`config.mk`:
```
export PLATFORM = sky130hd
export DESIGN_NAME = l2c_datapath
export DESIGN_NICKNAME = d
export VERILOG_FILES = /design/src/common/l2c_pkg.sv /design/src/design/l2c_ctrl/l2c_datapath.sv
export VERILOG_INCLUDE_DIRS = /design/src /design/src/common
export SDC_FILE = /design/constraint.sdc
export NUM_CORES = 1
export LEC_CHECK = 0
export BUFFER_PORTS_ARGS = -buffer_cell sky130_fd_sc_hd__buf_4
export CAP_MARGIN = 20
export CORE_AREA = 2 2 176 178
export DETAILED_ROUTE_END_ITERATION = 7
export DIE_AREA = 0 0 178 180
export GPL_TIMING_DRIVEN = 0
export PLACE_DENSITY = 0.51
export RECOVER_POWER = 100
export SYNTH_ARGS = -nofsm -noshare
export SYNTH_HDL_FRONTEND = slang
export SYNTH_SLANG_ARGS = --single-unit
```
`constraint.sdc`:
```
create_clock -name vclk -period 2.2
set_clock_uncertainty 0.2 [all_clocks]
set_input_delay 0.11 -clock vclk [all_inputs]
set_output_delay 0.11 -clock vclk [all_outputs]
set_load 0.005 [all_outputs]
```
`src/common/l2c_defs.svh`:
```
`ifndef L2C_DEFS_SVH
`define L2C_DEFS_SVH

// address split: tag | index | offset
`define L2C_ADDR_W    32
`define L2C_WORD_W    32
`define L2C_OFFSET_W  4    // 16-byte lines
`define L2C_INDEX_W   4
`define L2C_TAG_W     24

// line geometry, also the memory bus width
`define L2C_LINE_W    128
`define L2C_WORDS     4

// organisation
`define L2C_SETS      16
`define L2C_WAYS      4
`define L2C_WAY_W     2

`endif

```
`src/common/l2c_pkg.sv`:
```
`include "l2c_defs.svh"

package l2c_pkg;

    typedef enum logic [2:0] {
        ST_IDLE,
        ST_LOOKUP,
        ST_OP,
        ST_CHECK_DIRTY,
        ST_WRITEBACK,
        ST_REFILL_REQ,
        ST_REFILL_WAIT
    } l2c_state_e;

    // maintenance ops
    typedef enum logic [1:0] {
        OP_INDEX_INV,
        OP_INDEX_WB_INV,
        OP_HIT_WB_INV
    } l2c_op_e;

    typedef logic [`L2C_ADDR_W-1:0]   addr_t;
    typedef logic [`L2C_WORD_W-1:0]   word_t;
    typedef logic [`L2C_LINE_W-1:0]   line_t;
    typedef logic [`L2C_TAG_W-1:0]    tag_t;
    typedef logic [`L2C_INDEX_W-1:0]  index_t;
    typedef logic [`L2C_OFFSET_W-1:0] offset_t;
    typedef logic [`L2C_WAY_W-1:0]    way_t;
    typedef logic [`L2C_WAYS-1:0]     way_mask_t;

endpackage

```
`src/design/l2c_ctrl/l2c_datapath.sv`:
```
`timescale 1ns/1ns
`include "l2c_defs.svh"

module l2c_datapath import l2c_pkg::*; (
    input  line_t   rline_i,
    input  line_t   mem_rdata_i,
    input  offset_t offset_i,
    input  word_t   wdata_i,
    input  logic    refill_sel_i,
    input  logic    merge_i,
    output line_t   wline_o,
    output word_t   rdata_o
);

    line_t base_line;
    logic [`L2C_OFFSET_W-3:0] word_sel;   // word inside the line

    assign word_sel  = offset_i[`L2C_OFFSET_W-1:2];
    assign base_line = refill_sel_i ? mem_rdata_i : rline_i;

    assign rdata_o = base_line[word_sel * `L2C_WORD_W +: `L2C_WORD_W];

    // replace the addressed word on a write
    always_comb begin
        wline_o = base_line;
        if (merge_i) begin
            wline_o[word_sel * `L2C_WORD_W +: `L2C_WORD_W] = wdata_i;
        end
    end

endmodule

```
# After elaboration in Yosys (flattened, before gate mapping)
# Index checks and enable logic that the tools add are counted.
dict set report word_totals {
  regBits 0
  out_inout_bits 160
}
dict set report op_classes {
  shift 3
  muxes 3
  add_sub_neg 1
}
# op count
set ops {}
lappend ops {{$mux W128} 2}
lappend ops {{$bwmux W128} 1}
lappend ops {{$shift A32 B34 Y128 const A} 1}
lappend ops {{$shiftx A128 B8 Y32} 1}
lappend ops {{$shiftx A32 B34 Y128} 1}
lappend ops {{$neg A7 Y34} 1}

# Depth between registers and ports, before layout
# Gate-level depths: netlist (run 1).
dict set report depth {
  ltp_word 4
  mapped_depth 8
  mapped_depth_nobuf 4
}

# Worst setup path before layout (run 1)
# No wires, ideal clock.
dict set report synth_timing {
  path_kind {in2out}
  start {input offset_i[2]}
  end {output wline_o[100]}
  t_arrival_ns 2.007
  path_slack_ns -0.117
  required_ns 1.890
  path_stages 8
  path_buffers 4
  cell_sequence {buf_2 clkinv_1 clkbuf_1 ha_1 or2_2 clkbuf_1 clkbuf_1 o32ai_1}
}
dict set report synth_between {
  elab_chain_cells 4
  elab_cells_between_ends 5
  cone_classes {1 x add/sub; 2 x shift; 2 x mux}
}
# element line_no
set synth_lines {}
lappend synth_lines {{start, declared} l2c_datapath.sv:7} ;# input offset_t offset_i,
lappend synth_lines {{$neg A7 Y34 *} l2c_datapath.sv:27} ;# wline_o[word_sel * `L2C_WORD_W +: `L2C_WORD_W] = wdata_i;
lappend synth_lines {{$shiftx A32 B34 Y128 or $shift A32 B34 Y128 (tied branches)} l2c_datapath.sv:27}
lappend synth_lines {{$bwmux W128 *} l2c_datapath.sv:27}
lappend synth_lines {{$mux W128 *} l2c_datapath.sv:26} ;# if (merge_i) begin
lappend synth_lines {{end, declared} l2c_datapath.sv:11} ;# output line_t wline_o,
# Every way passes the cells marked *; elsewhere a longest branch is shown, timed or not.

# Final worst setup path (run 1)
dict set report layout_timing {
  start {input merge_i}
  end {output wline_o[110]}
}
dict set report layout_between {
  elab_chain_cells 1
}
# element line_no
set layout_lines {}
lappend layout_lines {{start, declared} l2c_datapath.sv:10} ;# input logic merge_i,
lappend layout_lines {{$mux W128} l2c_datapath.sv:26}
# Every way passes these cells.

==> out/results.txt, run 1 <==
The run gives 478 as the instance count of the mapped netlist. In the final routing, the length of wire on met1 measures 16300 microns. Of all nets on the critical path, the largest fanout is 10.

The first global-routing pass estimated 55700 microns of wire. The first detailed-routing pass took 4 iterations. After synthesis, the cell types taking the most area are sky130_fd_sc_hd__mux2i_1, sky130_fd_sc_hd__mux4_2, sky130_fd_sc_hd__o32ai_1, sky130_fd_sc_hd__mux2_2, sky130_fd_sc_hd__mux4_1. For the number of violations of the max-capacitance limit, the log shows 0. Buffers inserted to repair hold after CTS numbered 0. Based on the critical path, the design can be clocked at up to 456 MHz. The library cell occupying the most area in the post-synthesis netlist was sky130_fd_sc_hd__mux2i_1.

Cells with a size suffix above 1 make up 72.9% of the layout. Routability-driven placement finished with a final weighted congestion of 0.813. The combined buffer and inverter count along the critical path works out to 4. The die is 178 microns wide. After detailed routing, the met3 layer carries 3090 microns of wire. The highest routed metal layer was met4. For the share of the yosys chip area belonging to registers, the log shows 0%. A synthesized cell averages 10.3 sq um. In the routed design, unresolved DRC markers number 0.

The worst hold path passes through 4 cells. Dividing total power by cell area gives a power density of 241 nW/um^2. In this run the count of I/O pins placed on the die edge is 454. The run gives 7677 as the via count of the first global-routing pass. Global routing consumed, over all layers together, 24.5% of the routing resources. The total area inside the core boundary comes to 30200 sq um. The highest cell delay on the worst timing path is 0.59 ns, and the number of max-slew violations in the final report is 0. Once detail routing completed, the nets flagged for antenna violations numbered 0. The worst setup path is launched from an input pin. The number of different library cells used by synthesis comes to 20. The tools report the instance area after placement as 8840 sq um.

The tools report the half-perimeter wire length after placement as 32500 microns. The count of input and output buffers is 450. On the final layout, the worst hold slack is 0.388 ns. The die covers 32000 sq um. Measured along the y axis, the die boundary spans 180 microns.

For the number of antenna violations at the first check in global routing, the log shows 3. The flow ran to the end, and the final reports show no timing, DRC or antenna violations. The final route contains 7166 vias. Grouping stages by cell kind, the critical path spends the most delay in buffers and inverters.

Setup violations remaining at the end of the flow were counted as 0. The routed design has 42400 microns of wire. Using the TritonRoute via totals, the vias-per-cell ratio works out to 5.36. Traced cell by cell, the critical path runs through clkbuf_1 > and2_1 > clkbuf_1 > buf_2 > o32ai_4 > buf_6. The maximum vdd ir drop was 0.0811 mV. The routed length per placed instance came out at 31.7 microns.

The layout has 0 clock buffers. For the worst setup path, the data required time is 1.89 ns. The net count of the mapped netlist is 777, and the arrival time at the worst endpoint is 1.88 ns.

The design has 0 sequential cells. In this run the core area contains 64 standard-cell rows. At the pin with the least slew margin, the transition time is 1.15 ns. Most used cell along the critical path: sky130_fd_sc_hd__clkbuf_1. Entering global routing, the biggest net connects 13 pins.

The worst path in the final design needs a cycle of 2.19 ns, including I/O delays and setup. At the end of the flow, the number of nets in the layout was 1240. The run gives 23.6% as the headroom to the max-slew limit.

The run gives 0 as the hold violation count in the final report. Counting buffers and inverters, the worst setup path is 6 cells deep. The class of the most critical setup path was input pin to output port.

The tools report the remaining global-route overflow as 0. The finished cells cover 10200 sq um. The post-synthesis to final-layout area growth is 108%. For this design, the slowest cell found on the critical path is sky130_fd_sc_hd__buf_2. The number of fill cells in the layout is 3138, and the number of DRC violations after detailed-routing iteration 0 is 309.

The initial utilization of the core area, before any placement, comes to 16.3%. The worst hold path begins at rline_i[48]. In this run the worst hold path is classified as input pin to output port.

Setup repair after global routing could not meet its margin everywhere. The tools report the capturing element type of the critical path as an output port. The analysis attributes to cell leakage a power of 4.56 nW. Registers take 0 sq um. The routed design uses 21400 microns of met2 wire. The share of the clock period used by the worst path is 99.7%. End of the worst hold path: wline_o[48]. The Yosys step of the flow raised 0 warnings. The top cell type by area accounts for 26.0% of the synthesized area. Summing every instance area after synthesis gives 4930 sq um.
## worst max-delay path by stage
| stage | from | endpoint | slack [ns] |
|---|---|---|---|
| global route | offset_i[3] | wline_o[2] | -0.03 |
| floorplan | offset_i[2] | wline_o[100] | -0.01 |
| finish | merge_i | wline_o[110] | 0.006 |
| CTS | offset_i[2] | wline_o[26] | -0.003 |
| global placement | offset_i[2] | wline_o[122] | -1.44 |
| detailed placement | offset_i[2] | wline_o[49] | -1.52 |
## layout by cell type, fill, tap and decap left out, types with 2 or more instances in the layout
master	instances
sky130_fd_sc_hd__o32ai_4	24
sky130_fd_sc_hd__clkbuf_2	6
sky130_fd_sc_hd__mux2_2	32
sky130_fd_sc_hd__buf_8	5
sky130_fd_sc_hd__and2_1	4
sky130_fd_sc_hd__o22ai_1	2
sky130_fd_sc_hd__nand4b_1	5
sky130_fd_sc_hd__mux4_1	13
sky130_fd_sc_hd__clkbuf_1	18
sky130_fd_sc_hd__buf_4	446
sky130_fd_sc_hd__o32ai_1	45
sky130_fd_sc_hd__clkbuf_4	23
sky130_fd_sc_hd__buf_12	5
sky130_fd_sc_hd__mux4_2	51
sky130_fd_sc_hd__clkbuf_16	9
sky130_fd_sc_hd__diode_2	3
sky130_fd_sc_hd__clkbuf_8	9
sky130_fd_sc_hd__inv_1	32
sky130_fd_sc_hd__o32ai_2	57
sky130_fd_sc_hd__ha_1	4
sky130_fd_sc_hd__buf_6	11
sky130_fd_sc_hd__mux2i_1	128
## cell usage after synthesis (all sizes together)
cell    number
and2         4
buf         27
clkbuf      48
clkinv       1
ha           5
inv         33
mux2        32
mux2i      128
mux4        64
nand2        1
nand4        1
nand4b       5
o22ai        2
o32ai      126
or2          1
## metrics by stage
step | setup WS (ns) | instances | utilization, % | setup TNS [ns] | total power [mW]
after floorplan | -0.0140 | 478 | - | -1.12 | 0.865
after global placement | -1.44 | 1324 | 29.2 | -146.03 | 2.14
after detailed placement | -1.52 | 1325 | 29.3 | -147.07 | 2.17
after CTS | -0.00308 | 1335 | 33.0 | -0.00308 | 2.40
after global routing | -0.0282 | 1336 | 33.9 | -0.321 | 2.59
final | 0.00554 | 1338 | 33.9 | 0 | 2.47
## report_power, final
| part | internal, mW | switching (mW) | leakage (nW) |
|---|---|---|---|
| Sequential | 0 | 0 | 0 |
| Clock | 0.000000183 | 0 | 0.0000190 |
| Combinational | 1.34 | 1.13 | 4.56 |
## metal layers
layer,GRT usage [%],vias up
met3,4.48,73
met2,44.9,448
met4,8.33,0
li1,-,3036
met1,28.1,3609
met5,0,-
## what timing repair did
| item | 4_1_cts | 5_1_grt |
|---|---|---|
| resized for setup | 192 | 57 |
| buffers inserted | 10 | 0 |
| endpoints found under the setup margin | 160 | 104 |
| pin swaps | 6 | 8 |
| cloned | 1 | 3 |
## logic make-up (layout without fill, tap and decap cells)
kind of cell	after synthesis	count (layout)	share of synthesized area (%)
AOI/OAI and AO/OA	128	128	22.6
and+or+nand+nor	12	12	1.73
other	0	3	0
adders and majority gates	5	5	1.27
buffers and inverters	109	570	10.9
muxes	224	224	63.5
## area by class of cell
class | instances | area (sq um) | area share [%]
Antenna cell | 3 | 7.51 | 0.0733
Buffer | 72 | 818 | 7.99
Inverter | 34 | 135 | 1.32
Multi-Input combinational cell | 369 | 5290 | 51.6
Tap cell | 396 | 495 | 4.84
Timing Repair Buffer | 464 | 3500 | 34.1
(Power assumes the default switching activity.)
==> run 2: changes to the inputs <==
--- a/config.mk
+++ b/config.mk
@@ -8,11 +8,11 @@
 export LEC_CHECK = 0
 export BUFFER_PORTS_ARGS = -buffer_cell sky130_fd_sc_hd__buf_4
 export CAP_MARGIN = 20
-export CORE_AREA = 2 2 176 178
+export CORE_AREA = 2 2 175 177
 export DETAILED_ROUTE_END_ITERATION = 7
-export DIE_AREA = 0 0 178 180
+export DIE_AREA = 0 0 177 179
 export GPL_TIMING_DRIVEN = 0
-export PLACE_DENSITY = 0.51
+export PLACE_DENSITY = 0.52
 export RECOVER_POWER = 100
 export SYNTH_ARGS = -nofsm -noshare
 export SYNTH_HDL_FRONTEND = slang
==> run 2 against run 1 <==
Clock-buffer cell count stayed put. Design area down 0.25%. Worst hold slack better by 0.0052 ns. Total power is 0.27% lower. Critical path type unchanged. Critical endpoint is now wline_o[33]. Largest cell class unchanged.
==> out/results.txt, run 2 (synthesis results as in run 1) <==
The top cell types in the final layout, fill and taps aside, are sky130_fd_sc_hd__buf_4, sky130_fd_sc_hd__mux2i_1, sky130_fd_sc_hd__o32ai_2. Count of input and output buffers: 450 (unchanged). The number of ports placed on the die boundary was 454 (unchanged); the data required time at the worst endpoint was 1.89 ns (about the same).

Relative to the synthesized area, the layout overhead comes to 107%. The number of cells in the finished layout apart from fillers was 1339 (+0.075%); the areal power density over the cells was 241 nW/um^2 (about the same). The tools report the combinational fraction of design power as 100.0% (about the same).

The vertical extent of the die was 179 microns (-0.56%). Class of the most critical hold timing path: input pin to output port. The logs give 1241 (+0.081%) for the final net count and 4 (unchanged) for the first-pass detailed-route iteration total. The critical path is of the input pin to output port type. The run gives 0 (unchanged) as the total number of sequential cells. The logs give 55900 microns (+0.29%) for the first-pass GRT wire length and 7530 (-1.9%) for the via count of the first global-routing pass. The effective utilization at floorplan came out at 16.4% (+0.087 points). The tools report the fmax as 461 MHz (+1.2%). The maximum fanout encountered on the critical timing path is 10 (unchanged). For the internal power contribution, the log shows 1.34 mW (-0.23%).

For the sequential standard cell area, the log shows 0 sq um (unchanged). The number of stages on the worst hold path was 4 (unchanged); the cell count after placement was 1324 (-0.075%). The tools report the net switching power of the design as 1.12 mW (-0.32%).

The sequential cell fraction of total power was 0% (unchanged). The run gives 0.886 (+9.0%) as the placer's final routability congestion estimate. The tools report the worst slack on hold paths as 0.393 ns (+0.00520 ns). For the clock share of power, the log shows 0% (unchanged). For the final number of setup-violating endpoints, the log shows 0 (unchanged). STA classifies the critical path endpoint as an output port.

The share of post-route cells with drive strength above 1 was 73.1% (+0.14 points). The half-perimeter wire length after placement is 32500 microns (-0.19%). The run finished with clean final reports. For the leakage power total, the log shows 4.57 nW (+0.22%). Setup repair after global routing could not meet its margin everywhere. The total number of vias came out at 6998 (-2.3%). For the post-route core utilization, the log shows 34.0% (+0.098 points). For the number of violations of the max-capacitance limit, the log shows 0 (unchanged).

The number of routed nets with antenna violations was 0 (unchanged); the number of max-slew violations in the final report was 0 (unchanged). The run gives 0 (unchanged) as the hold violation count in the final report. The type of origin of the critical path is an input pin.

The switching power as a share of total power is 45.7% (about the same), and the maximum vdd ir drop is 0.0774 mV (-4.5%). The tools report the total power draw as 2.46 mW (-0.27%). The number of antenna violations at the first check in global routing was 3 (unchanged). The maximum number of pins on one net before global-route repair was 13 (unchanged). The end of the worst hold path is wline_o[16].

The slew at the pin closest to its max-slew limit works out to 1.19 ns (+0.0424 ns). The global-route total usage across every layer was 25.0% (+0.56 points); the count of unresolved DRC violations after routing was 0 (unchanged). Quantity of hold-fixing buffers added after cts: 0 (unchanged). The die width was 177 microns (-0.56%). The logs give 0 (unchanged) for the clock tree buffer count of the final layout and 0 (unchanged) for the remaining global-route overflow. The total length of routed wires is 42100 microns (-0.67%), and the row count is 64 (unchanged). The number of DRC violations after detailed-routing iteration 0 was 324 (+4.9%). The most common cell after layout, fill and taps aside was sky130_fd_sc_hd__buf_4. The vias per cell works out to 5.23 (-2.4%).

The multi-input combinational cell area is 5250 sq um (-0.73%), and the minimum clock period after layout is 2.17 ns (-0.0270 ns). The worst hold path begins at rline_i[16]. The number of fill cells in the layout came out at 3174 (+1.1%). The core area is 30000 sq um (-0.53%).

The tools report the area of the die as 31700 sq um (-1.1%). The routed length per placed instance was 31.4 microns (-0.74%); the arrival time at the worst endpoint was 1.86 ns (-0.02 ns). For the headroom to the max-slew limit, the log shows 20.8% (-2.8 points). The share of the clock period used by the worst path works out to 98.5% (-1.2 points).
## run 2: changes by cell type in the layout (fill, tap and decap cells not counted), moves of 3 or more
cell / before / now
sky130_fd_sc_hd__buf_6: 11 / 7
sky130_fd_sc_hd__o32ai_1: 45 / 49
sky130_fd_sc_hd__o32ai_2: 57 / 54
sky130_fd_sc_hd__buf_4: 446 / 469
sky130_fd_sc_hd__clkbuf_1: 18 / 12
sky130_fd_sc_hd__clkbuf_4: 23 / 8
## run 2: final cells by class
| cell class | count | area share, % |
|---|---|---|
| well taps | 396 | 4.85 |
| diodes | 3 | 0.0735 |
| inverters | 34 | 1.37 |
| plain buffers | 71 | 8.01 |
| multi-input cells | 369 | 51.4 |
| repair buffers | 466 | 34.3 |
## run 2: power by group through the flow
| stage | registers (mW) | clock network, mW | logic, mW |
|---|---|---|---|
| 3_3_place_gp | 0 | 0 | 2.16 |
| 5_1_grt | 0 | 0.000000122 | 2.59 |
| 6_report | 0 | 0.000000183 | 2.46 |
| 3_5_place_dp | 0 | 0 | 2.16 |
| 2_1_floorplan | 0 | 0 | 0.865 |
| 4_1_cts | 0 | 0 | 2.39 |
## run 2: worst max path at each step
stage                            from      endpoint  slack, ns  depth (start not counted)
final                     offset_i[2]   wline_o[33]       0.03                          7
after global routing      offset_i[2]   wline_o[33]      -0.02                          7
after global placement    offset_i[2]   wline_o[67]      -1.51                         10
after CTS                 offset_i[3]   rdata_o[29]     -0.007                          6
after detailed placement  offset_i[2]   wline_o[67]      -1.53                         10
after floorplan           offset_i[2]  wline_o[100]      -0.01                          8
## run 2: metrics by stage
stage / setup slack (ns) / cell area (sq um) / setup TNS, ns
after CTS: -0.00713 / 9850 / -0.0221
after detailed placement: -1.53 / 8810 / -159.16
after global placement: -1.51 / 8810 / -152.82
after floorplan: -0.0140 / 4940 / -1.12
after global routing: -0.0223 / 10200 / -0.0531
final: 0.0326 / 10200 / 0
## run 2: critical path, cell delays in order
cell,delay [ns]
sky130_fd_sc_hd__buf_4,0.11
sky130_fd_sc_hd__buf_12,0.12
sky130_fd_sc_hd__buf_4,0.15
sky130_fd_sc_hd__clkbuf_1,0.76
sky130_fd_sc_hd__nand2_1,0.24
sky130_fd_sc_hd__o22ai_1,0.19
sky130_fd_sc_hd__buf_4,0.17
## run 2: routing by layer
metal | vias to the layer above | track usage (%) | wire, microns
met2 | 381 | 45.7 | 21500
met4 | 0 | 7.44 | 1130
met5 | - | 0 | 0
li1 | 3041 | - | -
met3 | 64 | 5.41 | 2940
met1 | 3512 | 29.1 | 16500
## run 2: what timing repair did
| action | CTS | global route |
|---|---|---|
| buffers inserted | 7 | 7 |
| cloned | 2 | 0 |
| resized for setup | 182 | 62 |
| setup endpoints to repair | 160 | 130 |
| pin swaps | 5 | 1 |
